**config.mk**
```make
export PLATFORM = sky130hd
export DESIGN_NAME = cfg_link_top
export DESIGN_NICKNAME = d
export VERILOG_FILES = /design/src/design/cfg_link_pkg.sv /design/src/design/cfg_ctrl_if.sv /design/src/design/cfg_regs.sv /design/src/design/cfg_link_fsm.sv /design/src/design/parity_checker.sv /design/src/design/cfg_link_top.sv
export SDC_FILE = /design/constraint.sdc
export NUM_CORES = 1
export LEC_CHECK = 0
export BUFFER_PORTS_ARGS = -buffer_cell sky130_fd_sc_hd__buf_2
export CAP_MARGIN = 20
export CORE_UTILIZATION = 33
export DETAILED_ROUTE_END_ITERATION = 7
export PLACE_DENSITY = 0.54
export SETUP_SLACK_MARGIN = 0.05
export SLEW_MARGIN = 40
export SYNTH_ARGS = -nofsm -noshare
export SYNTH_HDL_FRONTEND = slang
export SYNTH_SLANG_ARGS = --single-unit
```
**constraint.sdc**
```tcl
create_clock -name clk_i -period 5.7 [get_ports clk_i]
set_input_delay 0.57 -clock clk_i [delete_from_list [all_inputs] [get_ports clk_i]]
set_output_delay 0.57 -clock clk_i [all_outputs]
set_load 0.02 [all_outputs]
```
**src/design/cfg_link_pkg.sv**
```systemverilog
/*
 * UART link configuration package
 * Frame setting types, negotiation packet bytes, the standard
 * configuration and the CPU register addresses
 */
package cfg_link_pkg;

    // ----------------------------------------
    // Frame settings
    // ----------------------------------------

    typedef enum logic [1:0] {
        DW_5BIT = 2'd0,
        DW_6BIT = 2'd1,
        DW_7BIT = 2'd2,
        DW_8BIT = 2'd3
    } data_width_e;

    // PAR_NONE2 behaves exactly like PAR_NONE
    typedef enum logic [1:0] {
        PAR_NONE  = 2'd0,
        PAR_EVEN  = 2'd1,
        PAR_ODD   = 2'd2,
        PAR_NONE2 = 2'd3
    } parity_mode_e;

    typedef struct packed {
        data_width_e  data_width;
        parity_mode_e parity_mode;
        logic [1:0]   stop_bits;
    } uart_cfg_t;

    // ----------------------------------------
    // Negotiation packets
    // ----------------------------------------

    typedef enum logic [1:0] {
        DATA_WIDTH_ID  = 2'd0,
        PARITY_MODE_ID = 2'd1,
        STOP_BITS_ID   = 2'd2,
        END_CONFIG_ID  = 2'd3
    } cfg_id_e;

    localparam logic [7:0] SYN_BYTE   = 8'h16;
    localparam logic [7:0] ACKN_BYTE  = 8'h06;
    localparam logic [3:0] CFG_MARKER = 4'hC;

    // Settings used after reset and whenever a negotiation fails
    localparam uart_cfg_t STD_CFG = '{data_width: DW_8BIT, parity_mode: PAR_NONE,
                                      stop_bits: 2'b00};

    // Marker in the upper nibble, field id and option below it
    function automatic logic [7:0] cfg_packet(cfg_id_e id, logic [1:0] option);
        return {CFG_MARKER, id, option};
    endfunction

    // ----------------------------------------
    // CPU register map
    // ----------------------------------------

    localparam logic [1:0] REG_CTRL    = 2'd0;
    localparam logic [1:0] REG_NEW_CFG = 2'd1;
    localparam logic [1:0] REG_CUR_CFG = 2'd2;
    localparam logic [1:0] REG_STATUS  = 2'd3;

endpackage

```
**src/design/cfg_ctrl_if.sv**
```systemverilog
/*
 * Link configuration control interface
 * Connects the register block to the negotiation sequencer
 */
interface cfg_ctrl_if;
    import cfg_link_pkg::*;

    // Requests and settings held by the register block
    logic      start_master;
    logic      slave_en;
    uart_cfg_t new_cfg;
    uart_cfg_t cur_cfg;

    // Results reported back by the sequencer
    logic      apply;
    uart_cfg_t apply_cfg;
    logic      busy;
    logic      cfg_error;
    logic      done;

    modport regs (
        output start_master, slave_en, new_cfg, cur_cfg,
        input  apply, apply_cfg, busy, cfg_error, done
    );

    modport seq (
        input  start_master, slave_en, new_cfg, cur_cfg,
        output apply, apply_cfg, busy, cfg_error, done
    );

endinterface

```
**src/design/cfg_regs.sv**
```systemverilog
/*
 * Link configuration register block
 * Wishbone classic slave holding the control bits, the requested
 * and active frame settings and the sticky status flags
 */
module cfg_regs (
    input  logic       clk_i,
    input  logic       rst_n_i,
    input  logic       wb_cyc_i,
    input  logic       wb_stb_i,
    input  logic       wb_we_i,
    input  logic [1:0] wb_adr_i,
    input  logic [7:0] wb_dat_i,
    input  logic       parity_err_i,
    output logic [7:0] wb_dat_o,
    output logic       wb_ack_o,
    cfg_ctrl_if.regs   ctrl
);
    import cfg_link_pkg::*;

    logic       wb_req;
    logic       wb_wr;
    logic       ctrl_wr;
    logic [2:0] status_q;
    logic [2:0] status_set;
    logic [2:0] status_clr;
    logic [7:0] rd_data;

    // ----------------------------------------
    // Bus decode
    // ----------------------------------------

    // A request is only taken while no ack is out, so each access acks once
    assign wb_req  = wb_cyc_i & wb_stb_i & ~wb_ack_o;
    assign wb_wr   = wb_req & wb_we_i;
    assign ctrl_wr = wb_wr && (wb_adr_i == REG_CTRL);

    // Status bits are error, parity error and done from bit 0 upward
    assign status_set = {ctrl.done, parity_err_i, ctrl.cfg_error};
    assign status_clr = (wb_wr && (wb_adr_i == REG_STATUS)) ? wb_dat_i[2:0] : 3'b000;

    always_comb begin
        case (wb_adr_i)
            REG_CTRL:    rd_data = {4'b0000, ctrl.busy, ctrl.slave_en, 2'b00};
            REG_NEW_CFG: rd_data = {2'b00, ctrl.new_cfg};
            REG_CUR_CFG: rd_data = {2'b00, ctrl.cur_cfg};
            default:     rd_data = {5'b00000, status_q};
        endcase
    end

    // ----------------------------------------
    // Registers
    // ----------------------------------------

    always_ff @(posedge clk_i) begin
        if (!rst_n_i) begin
            wb_ack_o          <= 1'b0;
            ctrl.start_master <= 1'b0;
            ctrl.slave_en     <= 1'b0;
            ctrl.new_cfg      <= STD_CFG;
            ctrl.cur_cfg      <= STD_CFG;
            status_q          <= 3'b000;
        end else begin
            wb_ack_o <= wb_req;

            // Start is a single pulse toward the sequencer
            ctrl.start_master <= ctrl_wr & wb_dat_i[0];

            if (ctrl_wr) begin
                ctrl.slave_en <= wb_dat_i[2];
            end

            if (wb_wr && (wb_adr_i == REG_NEW_CFG)) begin
                ctrl.new_cfg <= uart_cfg_t'(wb_dat_i[5:0]);
            end

            // A finished negotiation wins over a set-standard request
            if (ctrl.apply) begin
                ctrl.cur_cfg <= ctrl.apply_cfg;
            end else if (ctrl_wr && wb_dat_i[1] && !ctrl.busy) begin
                ctrl.cur_cfg <= STD_CFG;
            end

            // New events take priority over a clear in the same cycle
            status_q <= (status_q & ~status_clr) | status_set;
        end
    end

    // Read data is captured with the request so it is valid with the ack
    always_ff @(posedge clk_i) begin
        if (wb_req) begin
            wb_dat_o <= rd_data;
        end
    end

endmodule

```
**src/design/cfg_link_fsm.sv**
```systemverilog
/*
 * Link configuration sequencer
 * Runs the master handshake (SYN, per-field packets, end packet) or
 * answers a remote master as slave, with timeout and retry fallback
 */
module cfg_link_fsm #(
    parameter int TIMEOUT_CYCLES = 1000,
    parameter int SYN_COUNT      = 3,
    parameter int MAX_ATTEMPTS   = 3
) (
    input  logic       clk_i,
    input  logic       rst_n_i,
    input  logic       tx_ready_i,
    input  logic       rx_valid_i,
    input  logic [7:0] rx_data_i,
    output logic       tx_valid_o,
    output logic [7:0] tx_data_o,
    cfg_ctrl_if.seq    ctrl
);
    import cfg_link_pkg::*;

    localparam int TMR_W = $clog2(TIMEOUT_CYCLES + 1);
    localparam int SYN_W = $clog2(SYN_COUNT + 1);
    localparam int ATT_W = $clog2(MAX_ATTEMPTS + 1);

    typedef enum logic [2:0] {
        IDLE, M_SYN, M_SYN_WAIT, M_PKT, M_ACK_WAIT, S_ACK, S_WAIT
    } state_e;

    state_e           state_q, state_d;
    logic [TMR_W-1:0] tmr_q;
    logic [SYN_W-1:0] syn_cnt_q, syn_cnt_d;
    logic [ATT_W-1:0] attempt_q, attempt_d;
    cfg_id_e          pkt_id_q, pkt_id_d;
    uart_cfg_t        shadow_q, shadow_d;
    logic             slv_end_q, slv_end_d;
    logic             wait_state, timeout, fail;
    logic             tx_done, rx_ack, rx_syn, rx_pkt;
    logic [1:0]       pkt_opt;

    // ----------------------------------------
    // Byte stream decode
    // ----------------------------------------

    assign tx_done = tx_valid_o & tx_ready_i;
    assign rx_ack  = rx_valid_i && (rx_data_i == ACKN_BYTE);
    assign rx_syn  = rx_valid_i && (rx_data_i == SYN_BYTE);
    assign rx_pkt  = rx_valid_i && (rx_data_i[7:4] == CFG_MARKER);

    // Only the states that wait for the remote side run the timer
    assign wait_state = (state_q == M_SYN_WAIT) || (state_q == M_ACK_WAIT) ||
                        (state_q == S_WAIT);
    assign timeout    = wait_state && (tmr_q == TMR_W'(TIMEOUT_CYCLES - 1));

    assign ctrl.busy = (state_q != IDLE);

    // Output byte depends on registered state only, so it holds under back-pressure
    assign tx_valid_o = (state_q == M_SYN) || (state_q == M_PKT) || (state_q == S_ACK);

    always_comb begin
        case (pkt_id_q)
            DATA_WIDTH_ID:  pkt_opt = ctrl.new_cfg.data_width;
            PARITY_MODE_ID: pkt_opt = ctrl.new_cfg.parity_mode;
            STOP_BITS_ID:   pkt_opt = ctrl.new_cfg.stop_bits;
            default:        pkt_opt = 2'b00;
        endcase
        case (state_q)
            M_PKT:   tx_data_o = cfg_packet(pkt_id_q, pkt_opt);
            S_ACK:   tx_data_o = ACKN_BYTE;
            default: tx_data_o = SYN_BYTE;
        endcase
    end

    // ----------------------------------------
    // Next state
    // ----------------------------------------

    always_comb begin
        state_d        = state_q;
        syn_cnt_d      = syn_cnt_q;
        attempt_d      = attempt_q;
        pkt_id_d       = pkt_id_q;
        shadow_d       = shadow_q;
        slv_end_d      = slv_end_q;
        fail           = 1'b0;
        ctrl.apply     = 1'b0;
        ctrl.apply_cfg = STD_CFG;
        ctrl.done      = 1'b0;
        ctrl.cfg_error = 1'b0;

        case (state_q)
            IDLE: begin
                if (ctrl.start_master) begin
                    state_d   = M_SYN;
                    syn_cnt_d = '0;
                    attempt_d = '0;
                end else if (ctrl.slave_en && rx_syn) begin
                    // Slave edits a copy of the active settings
                    state_d   = S_ACK;
                    shadow_d  = ctrl.cur_cfg;
                    slv_end_d = 1'b0;
                end
            end
            M_SYN: begin
                if (tx_done) begin
                    if (syn_cnt_q == SYN_W'(SYN_COUNT - 1)) begin
                        state_d   = M_SYN_WAIT;
                        syn_cnt_d = '0;
                    end else begin
                        syn_cnt_d = syn_cnt_q + 1'b1;
                    end
                end
            end
            M_SYN_WAIT: begin
                if (rx_ack) begin
                    state_d  = M_PKT;
                    pkt_id_d = DATA_WIDTH_ID;
                end else if (timeout) begin
                    // Retry the SYN burst until the attempts run out
                    if (attempt_q == ATT_W'(MAX_ATTEMPTS - 1)) begin
                        fail = 1'b1;
                    end else begin
                        attempt_d = attempt_q + 1'b1;
                        state_d   = M_SYN;
                    end
                end
            end
            M_PKT: begin
                if (tx_done) begin
                    state_d = M_ACK_WAIT;
                end
            end
            M_ACK_WAIT: begin
                if (rx_ack) begin
                    if (pkt_id_q == END_CONFIG_ID) begin
                        state_d        = IDLE;
                        ctrl.apply     = 1'b1;
                        ctrl.apply_cfg = ctrl.new_cfg;
                        ctrl.done      = 1'b1;
                    end else begin
                        state_d  = M_PKT;
                        pkt_id_d = cfg_id_e'(pkt_id_q + 1'b1);
                    end
                end else if (timeout) begin
                    fail = 1'b1;
                end
            end
            S_ACK: begin
                // The end packet is acknowledged before the settings take effect
                if (tx_done) begin
                    if (slv_end_q) begin
                        state_d        = IDLE;
                        ctrl.apply     = 1'b1;
                        ctrl.apply_cfg = shadow_q;
                        ctrl.done      = 1'b1;
                    end else begin
                        state_d = S_WAIT;
                    end
                end
            end
            S_WAIT: begin
                if (rx_pkt) begin
                    state_d = S_ACK;
                    case (cfg_id_e'(rx_data_i[3:2]))
                        DATA_WIDTH_ID:  shadow_d.data_width  = data_width_e'(rx_data_i[1:0]);
                        PARITY_MODE_ID: shadow_d.parity_mode = parity_mode_e'(rx_data_i[1:0]);
                        STOP_BITS_ID:   shadow_d.stop_bits   = rx_data_i[1:0];
                        default:        slv_end_d            = 1'b1;
                    endcase
                end else if (timeout) begin
                    fail = 1'b1;
                end
            end
            default: begin
                state_d = IDLE;
            end
        endcase

        // Any failed negotiation returns to the standard settings
        if (fail) begin
            state_d        = IDLE;
            ctrl.apply     = 1'b1;
            ctrl.apply_cfg = STD_CFG;
            ctrl.cfg_error = 1'b1;
        end
    end

    // ----------------------------------------
    // State registers
    // ----------------------------------------

    always_ff @(posedge clk_i) begin
        if (!rst_n_i) begin
            state_q   <= IDLE;
            tmr_q     <= '0;
            syn_cnt_q <= '0;
            attempt_q <= '0;
            pkt_id_q  <= DATA_WIDTH_ID;
            slv_end_q <= 1'b0;
        end else begin
            state_q   <= state_d;
            syn_cnt_q <= syn_cnt_d;
            attempt_q <= attempt_d;
            pkt_id_q  <= pkt_id_d;
            slv_end_q <= slv_end_d;
            // Timer restarts on every state change and idles outside wait states
            if ((state_d != state_q) || !wait_state) begin
                tmr_q <= '0;
            end else begin
                tmr_q <= tmr_q + 1'b1;
            end
        end
    end

    always_ff @(posedge clk_i) begin
        shadow_q <= shadow_d;
    end

endmodule

```
**src/design/parity_checker.sv**
```systemverilog
/*
 * Receive parity checker
 * Flags a received byte whose parity bit disagrees with the
 * active data width and parity mode
 */
module parity_checker (
    input  logic                  clk_i,
    input  logic                  rst_n_i,
    input  logic                  rx_valid_i,
    input  logic [7:0]            rx_data_i,
    input  logic                  rx_parity_i,
    input  cfg_link_pkg::uart_cfg_t cur_cfg_i,
    output logic                  parity_err_o
);
    import cfg_link_pkg::*;

    logic data_xor;
    logic expected;
    logic mismatch;

    always_comb begin
        // Only the bits inside the frame width count
        case (cur_cfg_i.data_width)
            DW_5BIT: data_xor = ^rx_data_i[4:0];
            DW_6BIT: data_xor = ^rx_data_i[5:0];
            DW_7BIT: data_xor = ^rx_data_i[6:0];
            default: data_xor = ^rx_data_i;
        endcase

        // Odd parity inverts the expected bit
        expected = data_xor ^ (cur_cfg_i.parity_mode == PAR_ODD);

        case (cur_cfg_i.parity_mode)
            PAR_EVEN, PAR_ODD: mismatch = (rx_parity_i != expected);
            default:           mismatch = 1'b0;
        endcase
    end

    // One pulse per bad byte, a cycle after it arrives
    always_ff @(posedge clk_i) begin
        if (!rst_n_i) begin
            parity_err_o <= 1'b0;
        end else begin
            parity_err_o <= rx_valid_i & mismatch;
        end
    end

endmodule

```
**src/design/cfg_link_top.sv**
```systemverilog
/*
 * UART link configuration controller
 * Register block, negotiation sequencer and receive parity check
 */
module cfg_link_top #(
    parameter int TIMEOUT_CYCLES = 1000,
    parameter int SYN_COUNT      = 3,
    parameter int MAX_ATTEMPTS   = 3
) (
    input  logic       clk_i,
    input  logic       rst_n_i,
    // Wishbone classic slave
    input  logic       wb_cyc_i,
    input  logic       wb_stb_i,
    input  logic       wb_we_i,
    input  logic [1:0] wb_adr_i,
    input  logic [7:0] wb_dat_i,
    output logic [7:0] wb_dat_o,
    output logic       wb_ack_o,
    // Transmit byte stream
    input  logic       tx_ready_i,
    output logic       tx_valid_o,
    output logic [7:0] tx_data_o,
    // Receive byte stream
    input  logic       rx_valid_i,
    input  logic [7:0] rx_data_i,
    input  logic       rx_parity_i
);

    logic parity_err;

    cfg_ctrl_if ctrl_if ();

    cfg_regs cfg_regs_i (
        .clk_i        (clk_i),
        .rst_n_i      (rst_n_i),
        .wb_cyc_i     (wb_cyc_i),
        .wb_stb_i     (wb_stb_i),
        .wb_we_i      (wb_we_i),
        .wb_adr_i     (wb_adr_i),
        .wb_dat_i     (wb_dat_i),
        .parity_err_i (parity_err),
        .wb_dat_o     (wb_dat_o),
        .wb_ack_o     (wb_ack_o),
        .ctrl         (ctrl_if.regs)
    );

    cfg_link_fsm #(
        .TIMEOUT_CYCLES (TIMEOUT_CYCLES),
        .SYN_COUNT      (SYN_COUNT),
        .MAX_ATTEMPTS   (MAX_ATTEMPTS)
    ) cfg_link_fsm_i (
        .clk_i      (clk_i),
        .rst_n_i    (rst_n_i),
        .tx_ready_i (tx_ready_i),
        .rx_valid_i (rx_valid_i),
        .rx_data_i  (rx_data_i),
        .tx_valid_o (tx_valid_o),
        .tx_data_o  (tx_data_o),
        .ctrl       (ctrl_if.seq)
    );

    // Received bytes are judged against the settings currently in force
    parity_checker parity_checker_i (
        .clk_i        (clk_i),
        .rst_n_i      (rst_n_i),
        .rx_valid_i   (rx_valid_i),
        .rx_data_i    (rx_data_i),
        .rx_parity_i  (rx_parity_i),
        .cur_cfg_i    (ctrl_if.cur_cfg),
        .parity_err_o (parity_err)
    );

endmodule

```
==> results of run 1 <==
layout make-up:
type                       instances  area, µm²  area share
clock inverter                     3       26.3     0.00764
sequential                        51       1140       0.332
timing repair buffer              38        190      0.0553
inverter                          18       67.6      0.0196
tap                              111        139      0.0404
clock buffer                       5       68.8      0.0200
multi-input combinational        263       1810       0.525
power by group through the flow:
stage	clock network, mW	registers (mW)	logic [mW]
after floorplan	0	0.384	0.0366
after global placement	0	0.382	0.0560
after detailed placement	0	0.382	0.0564
after CTS	0.238	0.373	0.0568
after global routing	0.254	0.374	0.0634
final	0.229	0.373	0.0564
layer usage:
layer | vias to the layer above | routed length (µm) | GRT usage
met4 | 0 | 75 | 0.0441
met3 | 6 | 286 | 0.0274
met1 | 1255 | 3880 | 0.234
met2 | 60 | 3700 | 0.280
met5 | - | 0 | 0
li1 | 1342 | - | -
worst max-delay path: stages, from the launching register on:
cell	delay, ns
dfxtp_1	0.81
and2b_1	0.38
and2_1	0.28
nor3b_1	0.29
buf_2	0.22
placed cells by master (no fill, tap or decap), drive strengths merged, types with 10 or more instances in the layout:
cell	synthesis	routed
dfxtp	39	39
buf	11	38
nand2	34	34
a21oi	21	21
inv	18	20
nor2	18	18
ha	16	16
nand3	15	15
o21ai	14	14
nor3	13	13
edfxtp	12	12
nand4	11	11
a22oi	10	10
how the worst min path moves through the flow:
stage	from	endpoint	slack [ns]	cells after the start
floorplan	parity_checker_i.parity_err_o$_SDFF_PN0_	cfg_regs_i.status_q[1]$_SDFF_PN0_	0.41	2
global placement	parity_checker_i.parity_err_o$_SDFF_PN0_	cfg_regs_i.status_q[1]$_SDFF_PN0_	0.42	2
detailed placement	parity_checker_i.parity_err_o$_SDFF_PN0_	cfg_regs_i.status_q[1]$_SDFF_PN0_	0.43	2
CTS	wb_dat_i[4]	cfg_regs_i.ctrl.new_cfg[4]$_SDFFE_PN1P_	0.46	3
global route	wb_dat_i[4]	cfg_regs_i.ctrl.new_cfg[4]$_SDFFE_PN1P_	0.47	3
finish	parity_checker_i.parity_err_o$_SDFF_PN0_	cfg_regs_i.status_q[1]$_SDFF_PN0_	0.45	2
stage by stage:
| step | hold WS (ns) | util | power [mW] |
|---|---|---|---|
| final | 0.450 | 0.374 | 0.659 |
| after global routing | 0.466 | 0.374 | 0.691 |
| after CTS | 0.456 | 0.374 | 0.668 |
| after detailed placement | 0.429 | 0.364 | 0.438 |
| after global placement | 0.423 | 0.364 | 0.438 |
| after floorplan | 0.413 | - | 0.420 |
logic make-up after synthesis:
logic type / after synthesis / synth area share
buffers and inverters: 38 / 0.0581
AOI/OAI and AO/OA: 82 / 0.186
and+or+nand+nor: 140 / 0.250
DFF: 51 / 0.366
xor gates and xnor gates: 12 / 0.0385
other: 1 / 0.00120
adders and majority gates: 16 / 0.0641
muxes: 10 / 0.0369
flip-flops by register name, indices dropped and copies added, names as in the netlist, 2 cells and up:
signal and cells:
cfg_link_fsm_i.tmr_q 10, cfg_link_fsm_i.shadow_q 6, cfg_regs_i.ctrl.cur_cfg 6, cfg_regs_i.ctrl.new_cfg 6, cfg_regs_i.wb_dat_o 6, cfg_link_fsm_i.state_q 3
cfg_regs_i.status_q 3, cfg_link_fsm_i.attempt_q 2, cfg_link_fsm_i.pkt_id_q 2, cfg_link_fsm_i.syn_cnt_q 2
==> impl_results.html, run 1 <==
<table>
<tr><th>Metric</th><th>Value</th></tr>
<tr><th colspan="2">Clock network</th></tr>
<tr><td>Number of clock sinks</td><td>51</td></tr>
<tr><td>Root buffer cell</td><td>clkbuf_8</td></tr>
<tr><td>Later-pin clock latency in the skew report</td><td>0.32 ns</td></tr>
<tr><td>Max Buffers Root-to-Sink</td><td>2</td></tr>
<tr><td>Post-CTS Hold Buffers</td><td>0</td></tr>
<tr><td>Resized Gates After CTS</td><td>0</td></tr>
<tr><td>Post-CTS setup buffers</td><td>0</td></tr>
<tr><td>Number of levels the H-tree was split into</td><td>2</td></tr>
<tr><td>Clock tree from TritonCTS</td><td>built</td></tr>
<tr><td>Number of CTS-inserted buffers</td><td>5</td></tr>
<tr><td>Clk slew on worst S/H paths</td><td>0.11 ns</td></tr>
<tr><th colspan="2">STA</th></tr>
<tr><td>Setup TNS after final layout</td><td>0 ns</td></tr>
<tr><td>Total count of hold-check failures in the final report</td><td>0</td></tr>
<tr><td>Final Max Tran Viols</td><td>0</td></tr>
<tr><td>Fraction of the cycle the final worst path needs</td><td>0.502</td></tr>
<tr><td>Minimum clock period after layout</td><td>2.86 ns</td></tr>
<tr><td>Transition time at the pin with the least slew margin</td><td>0.777 ns</td></tr>
<tr><td>Setup repair after global routing missed its margin</td><td>no</td></tr>
<tr><td>Peak clock frequency supported by timing</td><td>349 MHz</td></tr>
<tr><td>Crit path setup slack, layout</td><td>2.84 ns</td></tr>
<tr><td>Setup violations, final</td><td>0</td></tr>
<tr><td>Worst max-slew margin expressed relative to the limit</td><td>0.481</td></tr>
<tr><td>Largest clock skew in the final design</td><td>0.0172 ns</td></tr>
<tr><th colspan="2">Floorplanning</th></tr>
<tr><td>Std cell rows</td><td>35</td></tr>
<tr><td>Vertical extent of the die</td><td>99.3 µm</td></tr>
<tr><td>IO Pins</td><td>44</td></tr>
<tr><td>Starting density of the core</td><td>0.339</td></tr>
<tr><td>Die outline width</td><td>99.3 µm</td></tr>
<tr><td>CORE AREA</td><td>9200 µm²</td></tr>
<tr><td>Overall die area</td><td>9850 µm²</td></tr>
<tr><th colspan="2">Place</th></tr>
<tr><td>Placed Area</td><td>3340 µm²</td></tr>
<tr><td>Post-detailed-placement half-perimeter wirelength</td><td>5980 µm</td></tr>
<tr><td>Placed cells</td><td>481</td></tr>
<tr><td>Routability Congestion</td><td>0.796</td></tr>
<tr><td>Worst-case setup slack after placement</td><td>2.81 ns</td></tr>
<tr><td>I/O Buffers</td><td>38</td></tr>
<tr><th colspan="2">Synthesis</th></tr>
<tr><td>Number of standard cells after synthesis</td><td>350</td></tr>
<tr><td>Total standard cell area after synthesis</td><td>3120 µm²</td></tr>
<tr><td>EDFF count, synth</td><td>12</td></tr>
<tr><td>Commonest cells in the synthesized netlist</td><td>39 x dfxtp_1, 34 x nand2_1, 21 x a21oi_1, 18 x inv_1, 18 x nor2_1</td></tr>
<tr><td>Yosys reg bits</td><td>51</td></tr>
<tr><td>Share of synthesized registers carrying an async set or reset</td><td>0</td></tr>
<tr><td>Primary FF master, synth</td><td>dfxtp_1</td></tr>
<tr><td>Largest area contributor in the netlist</td><td>dfxtp_1</td></tr>
<tr><td>Share of Yosys cell area claimed by the top area cell type</td><td>0.250</td></tr>
<tr><td>Post-synth cell types</td><td>65</td></tr>
<tr><td>Post-Syn Area per Cell</td><td>8.92 µm²</td></tr>
<tr><td>Share of synthesized area occupied by flip-flops and latches</td><td>0.366</td></tr>
<tr><td>Cell with the most instances after synthesis</td><td>dfxtp_1</td></tr>
<tr><td>Yosys warning total</td><td>0</td></tr>
<tr><td>Main area contributors after synthesis</td><td>dfxtp_1 25%, edfxtp_1 12%, ha_1 6.4%</td></tr>
<tr><th colspan="2">Critical path</th></tr>
<tr><td>CP Capture Type</td><td>output pin</td></tr>
<tr><td>WP data required</td><td>5.13 ns</td></tr>
<tr><td>Reg2reg end</td><td>cfg_link_fsm_i.tmr_q[1]$_SDFF_PP0_</td></tr>
<tr><td>Biggest fanout along the worst timing path</td><td>21</td></tr>
<tr><td>Category of the most critical setup path</td><td>reg -&gt; out</td></tr>
<tr><td>Arrival time of the worst setup path</td><td>2.29 ns</td></tr>
<tr><td>Crit path launch type</td><td>flop</td></tr>
<tr><td>Worst setup path startpoint</td><td>cfg_link_fsm_i.state_q[1]$_SDFF_PN0_</td></tr>
<tr><td>R2R setup slack</td><td>3.08 ns</td></tr>
<tr><td>Endpoint of the most critical setup path</td><td>tx_data_o[0]</td></tr>
<tr><td>Number of cells on the worst reg-to-reg path</td><td>4</td></tr>
<tr><td>Reg2Reg Launch Point</td><td>cfg_link_fsm_i.state_q[2]$_SDFF_PN0_</td></tr>
<tr><th colspan="2">Flow run</th></tr>
<tr><td>Max-cap check violation count</td><td>0</td></tr>
<tr><th colspan="2">Detailed routing</th></tr>
<tr><td>Total via count after detailed routing</td><td>2663</td></tr>
<tr><td>ANT nets after route</td><td>0</td></tr>
<tr><td>DRC violation count after routing</td><td>0</td></tr>
<tr><td>Mean routed wirelength per cell</td><td>16.2 µm</td></tr>
<tr><td>Detailed Route WL</td><td>7940 µm</td></tr>
<tr><td>Vias per inst</td><td>5.45</td></tr>
<tr><td>Number of violations reported at the end of detailed-routing iteration 0</td><td>114</td></tr>
<tr><td>First-pass iteration count of the detailed router</td><td>4</td></tr>
<tr><th colspan="2">Power</th></tr>
<tr><td>Standby leakage power</td><td>1.33 nW</td></tr>
<tr><td>Net Sw Frac</td><td>0.262</td></tr>
<tr><td>Peak VDD IR</td><td>0.0000994 V</td></tr>
<tr><td>Reported net switching power</td><td>172 µW</td></tr>
<tr><td>Combinational cell fraction of total power</td><td>0.086</td></tr>
<tr><td>Cell area power density</td><td>191 nW/µm²</td></tr>
<tr><td>Internal power consumption</td><td>486 µW</td></tr>
<tr><td>Reg power frac</td><td>0.567</td></tr>
<tr><td>Part of the total power dissipated in the clock network</td><td>0.347</td></tr>
<tr><th colspan="2">Outcome</th></tr>
<tr><td>Run status</td><td>finished, final reports clean</td></tr>
<tr><th colspan="2">Global route</th></tr>
<tr><td>Gr ovfl total</td><td>0</td></tr>
<tr><td>All-Layer GR Usage</td><td>0.171</td></tr>
<tr><td>Maximum number of pins on one net before global-route repair</td><td>27</td></tr>
<tr><td>Number of global-route vias before repair</td><td>2579</td></tr>
<tr><td>Number of antenna violations at the first check in global routing</td><td>0</td></tr>
<tr><td>Wire length of the first global-routing pass</td><td>13400 µm</td></tr>
<tr><th colspan="2">Layout</th></tr>
<tr><td>Antenna Cells</td><td>0</td></tr>
<tr><td>Final net count</td><td>419</td></tr>
<tr><td>Fraction of final layout cells sized beyond drive strength 1</td><td>0.167</td></tr>
<tr><td>Relative area change from synthesis to final layout</td><td>10.2%</td></tr>
<tr><td>Number of filler instances in the final layout</td><td>953</td></tr>
<tr><td>Area of all placed cells without fillers</td><td>3440 µm²</td></tr>
<tr><td>Cell Count, Final, Fillers Out</td><td>489</td></tr>
<tr><th colspan="2">Hold path</th></tr>
<tr><td>Class of the most critical hold timing path</td><td>reg -&gt; reg</td></tr>
</table>
(Power assumes the default switching activity.)
==> inputs of run 2 (changes only) <==
- clock period: 5.7 -> 3 ns (I/O delays scaled with it)
==> impl_results.html, run 2 (synthesis gave the netlist of run 1 again) <==
<table>
<tr><th>Metric</th><th>Value</th></tr>
<tr><th colspan="2">Outcome</th></tr>
<tr><td>Run status</td><td>finished, final reports clean (unchanged)</td></tr>
<tr><th colspan="2">Layout</th></tr>
<tr><td>Fraction of final layout cells sized beyond drive strength 1</td><td>0.177 (was 0.167)</td></tr>
<tr><td>Top library cells by usage in the layout, fill and taps aside</td><td>39 x dfxtp_1, 38 x buf_2, 34 x nand2_1 (was 38 x dfxtp_1, 38 x buf_2, 34 x nand2_1)</td></tr>
<tr><td>Number of flip-flops in the largest register</td><td>10 (unchanged)</td></tr>
<tr><td>Final net count</td><td>425 (was 419)</td></tr>
<tr><td>Antenna Cells</td><td>0 (unchanged)</td></tr>
<tr><td>Area of all placed cells without fillers</td><td>3500 µm² (was 3440 µm²)</td></tr>
<tr><td>Cell Count, Final, Fillers Out</td><td>495 (was 489)</td></tr>
<tr><td>Top register by number of flip-flops</td><td>cfg_link_fsm_i.tmr_q (unchanged)</td></tr>
<tr><td>Most frequent standard cell in the layout excluding fill and tap cells</td><td>dfxtp_1</td></tr>
<tr><td>Relative area change from synthesis to final layout</td><td>12.3% (was 10.2%)</td></tr>
<tr><th colspan="2">Place</th></tr>
<tr><td>Placed Area</td><td>3390 µm² (was 3340 µm²)</td></tr>
<tr><td>Placed cells</td><td>487 (was 481)</td></tr>
<tr><td>Post-detailed-placement half-perimeter wirelength</td><td>5970 µm (was 5980 µm)</td></tr>
<tr><td>Routability Congestion</td><td>0.817 (was 0.796)</td></tr>
<tr><td>I/O Buffers</td><td>38 (unchanged)</td></tr>
<tr><th colspan="2">Power</th></tr>
<tr><td>Internal power consumption</td><td>1.00 mW (was 486 µW)</td></tr>
<tr><td>Standby leakage power</td><td>1.36 nW (was 1.33 nW)</td></tr>
<tr><td>Reported net switching power</td><td>312 µW (was 172 µW)</td></tr>
<tr><td>Cell area power density</td><td>375 nW/µm² (was 191 nW/µm²)</td></tr>
<tr><td>Net Sw Frac</td><td>0.237 (was 0.262)</td></tr>
<tr><td>Combinational cell fraction of total power</td><td>0.084 (was 0.086)</td></tr>
<tr><td>Reg power frac</td><td>0.539 (was 0.567)</td></tr>
<tr><td>Total chip power</td><td>1.32 mW (was 659 µW)</td></tr>
<tr><td>Part of the total power dissipated in the clock network</td><td>0.377 (was 0.347)</td></tr>
<tr><td>Peak VDD IR</td><td>0.000161 V (was 0.0000994 V)</td></tr>
<tr><th colspan="2">STA</th></tr>
<tr><td>Setup TNS after final layout</td><td>0 ns (unchanged)</td></tr>
<tr><td>Final Max Tran Viols</td><td>0 (unchanged)</td></tr>
<tr><td>Largest clock skew in the final design</td><td>0.0188 ns (was 0.0172 ns)</td></tr>
<tr><td>Setup violations, final</td><td>0 (unchanged)</td></tr>
<tr><td>Worst max-slew margin expressed relative to the limit</td><td>0.523 (was 0.481)</td></tr>
<tr><td>Peak clock frequency supported by timing</td><td>397 MHz</td></tr>
<tr><td>Transition time at the pin with the least slew margin</td><td>0.715 ns (was 0.777 ns)</td></tr>
<tr><td>Total count of hold-check failures in the final report</td><td>0 (unchanged)</td></tr>
<tr><td>Minimum clock period after layout</td><td>2.52 ns</td></tr>
<tr><td>Setup repair after global routing missed its margin</td><td>no (unchanged)</td></tr>
<tr><td>Fraction of the cycle the final worst path needs</td><td>0.840</td></tr>
<tr><th colspan="2">Hold path</th></tr>
<tr><td>Class of the most critical hold timing path</td><td>in -&gt; reg (was reg -&gt; reg)</td></tr>
<tr><td>Worst hold path startpoint</td><td>wb_dat_i[4] (was parity_checker_i.parity_err_o$_SDFF_PN0_)</td></tr>
<tr><td>Worst hold path depth</td><td>3 (was 2)</td></tr>
<tr><td>Worst Hold Path EP</td><td>cfg_regs_i.ctrl.new_cfg[4]$_SDFFE_PN1P_ (was cfg_regs_i.status_q[1]$_SDFF_PN0_)</td></tr>
<tr><th colspan="2">Clock network</th></tr>
<tr><td>Number of levels the H-tree was split into</td><td>2 (unchanged)</td></tr>
<tr><td>Resized Gates After CTS</td><td>0 (unchanged)</td></tr>
<tr><td>Root buffer cell</td><td>clkbuf_8 (unchanged)</td></tr>
<tr><td>Later-pin clock latency in the skew report</td><td>0.31 ns (was 0.32 ns)</td></tr>
<tr><td>Clk slew on worst S/H paths</td><td>0.11 ns (about the same)</td></tr>
<tr><td>Post-CTS setup buffers</td><td>0 (unchanged)</td></tr>
<tr><td>Max Buffers Root-to-Sink</td><td>2 (unchanged)</td></tr>
<tr><td>Number of clock sinks</td><td>51 (unchanged)</td></tr>
<tr><td>Number of CTS-inserted buffers</td><td>5 (unchanged)</td></tr>
<tr><td>Post-CTS Hold Buffers</td><td>0 (unchanged)</td></tr>
<tr><td>Clock tree from TritonCTS</td><td>built (unchanged)</td></tr>
<tr><th colspan="2">Critical path</th></tr>
<tr><td>CP Capture Type</td><td>output pin (unchanged)</td></tr>
<tr><td>Category of the most critical setup path</td><td>reg -&gt; out (unchanged)</td></tr>
<tr><td>Reg2Reg Launch Point</td><td>cfg_link_fsm_i.state_q[2]$_SDFF_PN0_ (unchanged)</td></tr>
<tr><td>Crit path launch type</td><td>flop (unchanged)</td></tr>
<tr><td>Delay contributed by the slowest stage of the critical path</td><td>0.79 ns (was 0.81 ns)</td></tr>
<tr><td>WP data required</td><td>2.70 ns (was 5.13 ns)</td></tr>
<tr><td>List of cells traversed by the critical path</td><td>and2b_1 &gt; and2_1 &gt; nor3b_1 &gt; buf_2 (unchanged)</td></tr>
<tr><td>Number of cells on the worst reg-to-reg path</td><td>4 (unchanged)</td></tr>
<tr><td>Reg2reg end</td><td>cfg_link_fsm_i.tmr_q[1]$_SDFF_PP0_ (unchanged)</td></tr>
<tr><td>R2R setup slack</td><td>0.58 ns (was 3.08 ns)</td></tr>
<tr><td>Critical-path top delay cell</td><td>dfxtp_1 (unchanged)</td></tr>
<tr><td>Arrival time of the worst setup path</td><td>2.22 ns (was 2.29 ns)</td></tr>
<tr><td>Biggest fanout along the worst timing path</td><td>21 (unchanged)</td></tr>
<tr><th colspan="2">Global route</th></tr>
<tr><td>Number of global-route vias before repair</td><td>2549 (was 2579)</td></tr>
<tr><td>Gr ovfl total</td><td>0 (unchanged)</td></tr>
<tr><td>Maximum number of pins on one net before global-route repair</td><td>22 (was 27)</td></tr>
<tr><td>Wire length of the first global-routing pass</td><td>12900 µm (was 13400 µm)</td></tr>
<tr><td>Number of antenna violations at the first check in global routing</td><td>0 (unchanged)</td></tr>
<tr><td>All-Layer GR Usage</td><td>0.165 (was 0.171)</td></tr>
<tr><th colspan="2">Flow run</th></tr>
<tr><td>Max-cap check violation count</td><td>0 (unchanged)</td></tr>
<tr><th colspan="2">Detailed routing</th></tr>
<tr><td>Total via count after detailed routing</td><td>2660 (was 2663)</td></tr>
<tr><td>Vias per inst</td><td>5.37 (was 5.45)</td></tr>
<tr><td>Mean routed wirelength per cell</td><td>15.8 µm (was 16.2 µm)</td></tr>
<tr><td>First-pass iteration count of the detailed router</td><td>4 (unchanged)</td></tr>
<tr><td>Detailed Route WL</td><td>7820 µm (was 7940 µm)</td></tr>
<tr><td>ANT nets after route</td><td>0 (unchanged)</td></tr>
<tr><td>Number of violations reported at the end of detailed-routing iteration 0</td><td>128 (was 114)</td></tr>
<tr><td>DRC violation count after routing</td><td>0 (unchanged)</td></tr>
<tr><th colspan="2">Floorplanning</th></tr>
<tr><td>Overall die area</td><td>9850 µm² (unchanged)</td></tr>
<tr><td>Starting density of the core</td><td>0.339 (unchanged)</td></tr>
<tr><td>Vertical extent of the die</td><td>99.3 µm (unchanged)</td></tr>
<tr><td>CORE AREA</td><td>9200 µm² (unchanged)</td></tr>
<tr><td>Std cell rows</td><td>35 (unchanged)</td></tr>
<tr><td>IO Pins</td><td>44 (unchanged)</td></tr>
<tr><td>Die outline width</td><td>99.3 µm (unchanged)</td></tr>
</table>
==> run 2: power by group through the flow <==
stage | combinational [mW] | clock, mW | sequential [mW]
global route | 0.123 | 0.540 | 0.710
floorplan | 0.0696 | 0 | 0.729
global placement | 0.109 | 0 | 0.725
finish | 0.111 | 0.496 | 0.709
detailed placement | 0.110 | 0 | 0.725
CTS | 0.111 | 0.513 | 0.709
==> run 2: metrics by stage <==
step / setup WS, ns / hold WS (ns) / util
floorplan: 0.914 / 0.413 / -
global placement: 0.573 / 0.427 / 0.369
detailed placement: 0.488 / 0.455 / 0.369
CTS: 0.482 / 0.194 / 0.381
global route: 0.323 / 0.225 / 0.381
finish: 0.479 / 0.207 / 0.381
==> run 2: layer usage <==
metal  vias to the layer above  routed length (µm)  global-route usage
met2                        66                3560               0.270
li1                       1349                   -                   -
met1                      1241                3840               0.228
met3                         4                 370              0.0260
met4                         0                  48              0.0430
met5                         -                   0                   0
==> run 2: worst max-delay path by stage <==
stage | endpoint | startpoint
floorplan | parity_checker_i.parity_err_o$_SDFF_PN0_ | rx_data_i[2]
global placement | cfg_link_fsm_i.tmr_q[1]$_SDFF_PP0_ | rx_data_i[4]
detailed placement | cfg_link_fsm_i.tmr_q[1]$_SDFF_PP0_ | rx_data_i[3]
CTS | tx_data_o[0] | cfg_link_fsm_i.state_q[1]$_SDFF_PN0_
global route | cfg_link_fsm_i.tmr_q[1]$_SDFF_PP0_ | cfg_link_fsm_i.state_q[1]$_SDFF_PN0_
finish | tx_data_o[0] | cfg_link_fsm_i.state_q[1]$_SDFF_PN0_
==> run 2: worst max-delay path, delay by kind of cell (launching register included) <==
kind,cells,cell delay [ns]
simple gates,3,0.91
flops,1,0.79
buf+inv,1,0.21
==> run 2: area by class of cell <==
type | instances | area (µm²)
clock buffer | 5 | 68.8
clock inverter | 3 | 46.3
fill | 957 | 5690
inverter | 18 | 67.6
multi-input combinational | 263 | 1810
sequential | 51 | 1140
tap | 111 | 139
timing repair buffer | 44 | 235
==> inputs of run 3 (changes only) <==
- PLACE_DENSITY: 0.54 -> 0.56
- clock period: 3 -> 2.3 ns (I/O delays scaled with it)
==> impl_results.html, run 3 (synthesis gave the netlist of run 1 again) <==
<table>
<tr><th>Metric</th><th>Value</th></tr>
<tr><th colspan="2">Global route</th></tr>
<tr><td>Number of antenna violations at the first check in global routing</td><td>0 (unchanged)</td></tr>
<tr><td>Gr ovfl total</td><td>0 (unchanged)</td></tr>
<tr><td>Maximum number of pins on one net before global-route repair</td><td>21 (was 22)</td></tr>
<tr><td>All-Layer GR Usage</td><td>0.170 (was 0.165)</td></tr>
<tr><td>Wire length of the first global-routing pass</td><td>13200 µm (was 12900 µm)</td></tr>
<tr><td>Number of global-route vias before repair</td><td>2699 (was 2549)</td></tr>
<tr><th colspan="2">Power</th></tr>
<tr><td>Total chip power</td><td>1.65 mW (was 1.32 mW)</td></tr>
<tr><td>Reg power frac</td><td>0.562 (was 0.539)</td></tr>
<tr><td>Net Sw Frac</td><td>0.266 (was 0.237)</td></tr>
<tr><td>Cell area power density</td><td>447 nW/µm² (was 375 nW/µm²)</td></tr>
<tr><td>Peak VDD IR</td><td>0.000240 V (was 0.000161 V)</td></tr>
<tr><td>Combinational cell fraction of total power</td><td>0.088 (was 0.084)</td></tr>
<tr><td>Internal power consumption</td><td>1.21 mW (was 1.00 mW)</td></tr>
<tr><td>Standby leakage power</td><td>1.49 nW (was 1.36 nW)</td></tr>
<tr><td>Part of the total power dissipated in the clock network</td><td>0.350 (was 0.377)</td></tr>
<tr><td>Reported net switching power</td><td>438 µW (was 312 µW)</td></tr>
<tr><th colspan="2">Detailed routing</th></tr>
<tr><td>Detailed Route WL</td><td>8090 µm (was 7820 µm)</td></tr>
<tr><td>DRC violation count after routing</td><td>0 (unchanged)</td></tr>
<tr><td>Mean routed wirelength per cell</td><td>15.6 µm (was 15.8 µm)</td></tr>
<tr><td>First-pass iteration count of the detailed router</td><td>4 (unchanged)</td></tr>
<tr><td>Vias per inst</td><td>5.40 (was 5.37)</td></tr>
<tr><td>ANT nets after route</td><td>0 (unchanged)</td></tr>
<tr><td>Number of violations reported at the end of detailed-routing iteration 0</td><td>152 (was 128)</td></tr>
<tr><td>Total via count after detailed routing</td><td>2810 (was 2660)</td></tr>
<tr><th colspan="2">Clock network</th></tr>
<tr><td>Clock tree from TritonCTS</td><td>built (unchanged)</td></tr>
<tr><td>Clk slew on worst S/H paths</td><td>0.11 ns (about the same)</td></tr>
<tr><td>Post-CTS Hold Buffers</td><td>0 (unchanged)</td></tr>
<tr><td>Max Buffers Root-to-Sink</td><td>2 (unchanged)</td></tr>
<tr><td>Number of clock sinks</td><td>51 (unchanged)</td></tr>
<tr><td>Number of CTS-inserted buffers</td><td>5 (unchanged)</td></tr>
<tr><td>Root buffer cell</td><td>clkbuf_8 (unchanged)</td></tr>
<tr><td>Number of levels the H-tree was split into</td><td>2 (unchanged)</td></tr>
<tr><td>Later-pin clock latency in the skew report</td><td>0.32 ns (was 0.31 ns)</td></tr>
<tr><th colspan="2">Critical path</th></tr>
<tr><td>Biggest fanout along the worst timing path</td><td>6 (was 21)</td></tr>
<tr><td>Reg2reg end</td><td>cfg_link_fsm_i.tmr_q[6]$_SDFF_PP0_ (was cfg_link_fsm_i.tmr_q[1]$_SDFF_PP0_)</td></tr>
<tr><td>Crit path launch type</td><td>flop (unchanged)</td></tr>
<tr><td>R2R setup slack</td><td>0.23 ns (was 0.58 ns)</td></tr>
<tr><td>CP Capture Type</td><td>output pin (unchanged)</td></tr>
<tr><td>Arrival time of the worst setup path</td><td>1.91 ns (was 2.22 ns)</td></tr>
<tr><td>WP data required</td><td>2.07 ns (was 2.70 ns)</td></tr>
<tr><td>Reg2Reg Launch Point</td><td>cfg_link_fsm_i.state_q[2]$_SDFF_PN0_ (unchanged)</td></tr>
<tr><td>Number of cells on the worst reg-to-reg path</td><td>7 (was 4)</td></tr>
<tr><td>Category of the most critical setup path</td><td>reg -&gt; out (unchanged)</td></tr>
<tr><th colspan="2">Floorplanning</th></tr>
<tr><td>Std cell rows</td><td>35 (unchanged)</td></tr>
<tr><td>Starting density of the core</td><td>0.339 (unchanged)</td></tr>
<tr><td>Overall die area</td><td>9850 µm² (unchanged)</td></tr>
<tr><td>IO Pins</td><td>44 (unchanged)</td></tr>
<tr><td>Die outline width</td><td>99.3 µm (unchanged)</td></tr>
<tr><td>CORE AREA</td><td>9200 µm² (unchanged)</td></tr>
<tr><td>Vertical extent of the die</td><td>99.3 µm (unchanged)</td></tr>
<tr><th colspan="2">Layout</th></tr>
<tr><td>Number of flip-flops in the largest register</td><td>10 (unchanged)</td></tr>
<tr><td>Relative area change from synthesis to final layout</td><td>18.0% (was 12.3%)</td></tr>
<tr><td>Final net count</td><td>450 (was 425)</td></tr>
<tr><td>Top library cells by usage in the layout, fill and taps aside</td><td>38 x dfxtp_1, 38 x buf_2, 34 x nand2_1 (was 39 x dfxtp_1, 38 x buf_2, 34 x nand2_1)</td></tr>
<tr><td>Top register by number of flip-flops</td><td>cfg_link_fsm_i.tmr_q (unchanged)</td></tr>
<tr><td>Fraction of final layout cells sized beyond drive strength 1</td><td>0.230 (was 0.177)</td></tr>
<tr><td>Antenna Cells</td><td>0 (unchanged)</td></tr>
<tr><th colspan="2">Place</th></tr>
<tr><td>I/O Buffers</td><td>38 (unchanged)</td></tr>
<tr><td>Routability Congestion</td><td>0.861 (was 0.817)</td></tr>
<tr><td>Worst-case setup slack after placement</td><td>0.0288 ns (was 0.488 ns)</td></tr>
<tr><td>Post-detailed-placement half-perimeter wirelength</td><td>6300 µm (was 5970 µm)</td></tr>
<tr><th colspan="2">Hold path</th></tr>
<tr><td>Worst hold path startpoint</td><td>wb_dat_i[5] (was wb_dat_i[4])</td></tr>
<tr><td>Worst Hold Path EP</td><td>cfg_regs_i.ctrl.new_cfg[5]$_SDFFE_PN1P_ (was cfg_regs_i.ctrl.new_cfg[4]$_SDFFE_PN1P_)</td></tr>
<tr><td>Class of the most critical hold timing path</td><td>in -&gt; reg (unchanged)</td></tr>
<tr><td>Worst hold path depth</td><td>3 (unchanged)</td></tr>
<tr><th colspan="2">STA</th></tr>
<tr><td>Transition time at the pin with the least slew margin</td><td>0.594 ns (was 0.715 ns)</td></tr>
<tr><td>Fraction of the cycle the final worst path needs</td><td>0.931</td></tr>
<tr><td>Worst max-slew margin expressed relative to the limit</td><td>0.598 (was 0.523)</td></tr>
<tr><td>Final Max Tran Viols</td><td>0 (unchanged)</td></tr>
<tr><td>Setup TNS after final layout</td><td>0 ns (unchanged)</td></tr>
<tr><td>Crit path setup slack, layout</td><td>0.158 ns (was 0.479 ns)</td></tr>
<tr><td>Total count of hold-check failures in the final report</td><td>0 (unchanged)</td></tr>
<tr><td>Largest clock skew in the final design</td><td>0.0101 ns (was 0.0188 ns)</td></tr>
<tr><td>Setup violations, final</td><td>0 (unchanged)</td></tr>
<tr><td>Minimum clock period after layout</td><td>2.14 ns</td></tr>
<tr><td>Peak clock frequency supported by timing</td><td>467 MHz</td></tr>
<tr><td>Setup repair after global routing missed its margin</td><td>no (unchanged)</td></tr>
<tr><th colspan="2">Outcome</th></tr>
<tr><td>Run status</td><td>finished, final reports clean (unchanged)</td></tr>
<tr><th colspan="2">Flow run</th></tr>
<tr><td>Max-cap check violation count</td><td>0 (unchanged)</td></tr>
</table>
-- run 3: changes by cell type in the layout (fill, tap and decap cells not counted) --
cell,previous run,this run
buf_4,6,31
bufinv_16,1,0
clkinv_4,0,2
clkinvlp_4,1,0
dfxtp_1,39,38
dfxtp_2,0,1
inv_6,1,0
inv_8,0,1
nor4_2,1,0
nor4_4,1,2
-- run 3: worst max-delay path by stage --
| stage | slack (ns) | from | end | cells after the start |
|---|---|---|---|---|
| floorplan | 0.28 | rx_data_i[2] | parity_checker_i.parity_err_o$_SDFF_PN0_ | 7 |
| global placement | 0.07 | rx_data_i[2] | parity_checker_i.parity_err_o$_SDFF_PN0_ | 8 |
| detailed placement | 0.03 | rx_data_i[2] | parity_checker_i.parity_err_o$_SDFF_PN0_ | 8 |
| CTS | 0.14 | cfg_link_fsm_i.state_q[1]$_SDFF_PN0_ | tx_data_o[0] | 5 |
| global route | 0.06 | cfg_link_fsm_i.state_q[2]$_SDFF_PN0_ | tx_data_o[0] | 6 |
| finish | 0.16 | cfg_link_fsm_i.state_q[2]$_SDFF_PN0_ | tx_data_o[0] | 6 |
-- run 3: layout make-up --
cell class                      count  area, µm²
Multi-Input combinational cell    263       1820
Timing Repair Buffer               69        423
Clock inverter                      3       28.8
Sequential cell                    51       1140
Fill cell                         923       5510
Inverter                           18       67.6
Tap cell                          111        139
Clock buffer                        5       68.8
-- run 3: routing by layer --
layer,vias up,part of all wire,GRT usage
met5,-,0,0
li1,1392,-,-
met1,1341,0.46,0.216
met2,66,0.49,0.298
met3,11,0.033,0.0302
met4,0,0.015,0.0464
-- run 3: worst max-delay path, cell delays in order (launching register included) --
cell	delay, ns
dfxtp_1	0.39
buf_4	0.18
and2b_1	0.22
buf_4	0.15
and2_1	0.21
nor3b_1	0.23
buf_2	0.20
-- run 3: timing repair --
action	CTS	global route
endpoints found under the setup margin	0	11
gates resized for setup	0	2
setup buffers	0	2
-- run 3: through the flow --
stage | hold WS, ns | instance area [µm²] | cells | utilization
4_1_cts | 0.121 | 3660 | 518 | 0.398
3_3_place_gp | 0.447 | 3560 | 510 | 0.387
6_report | 0.120 | 3680 | 520 | 0.401
2_1_floorplan | 0.355 | 3130 | 352 | -
3_5_place_dp | 0.449 | 3560 | 510 | 0.387
5_1_grt | 0.134 | 3680 | 520 | 0.401
-- run 3: power groups by stage --
stage	sequential [mW]	combinational [mW]	clock (mW)
after floorplan	0.951	0.0908	0
after global placement	0.945	0.142	0
after detailed placement	0.945	0.144	0
after CTS	0.925	0.145	0.587
after global routing	0.926	0.160	0.634
final	0.925	0.145	0.577
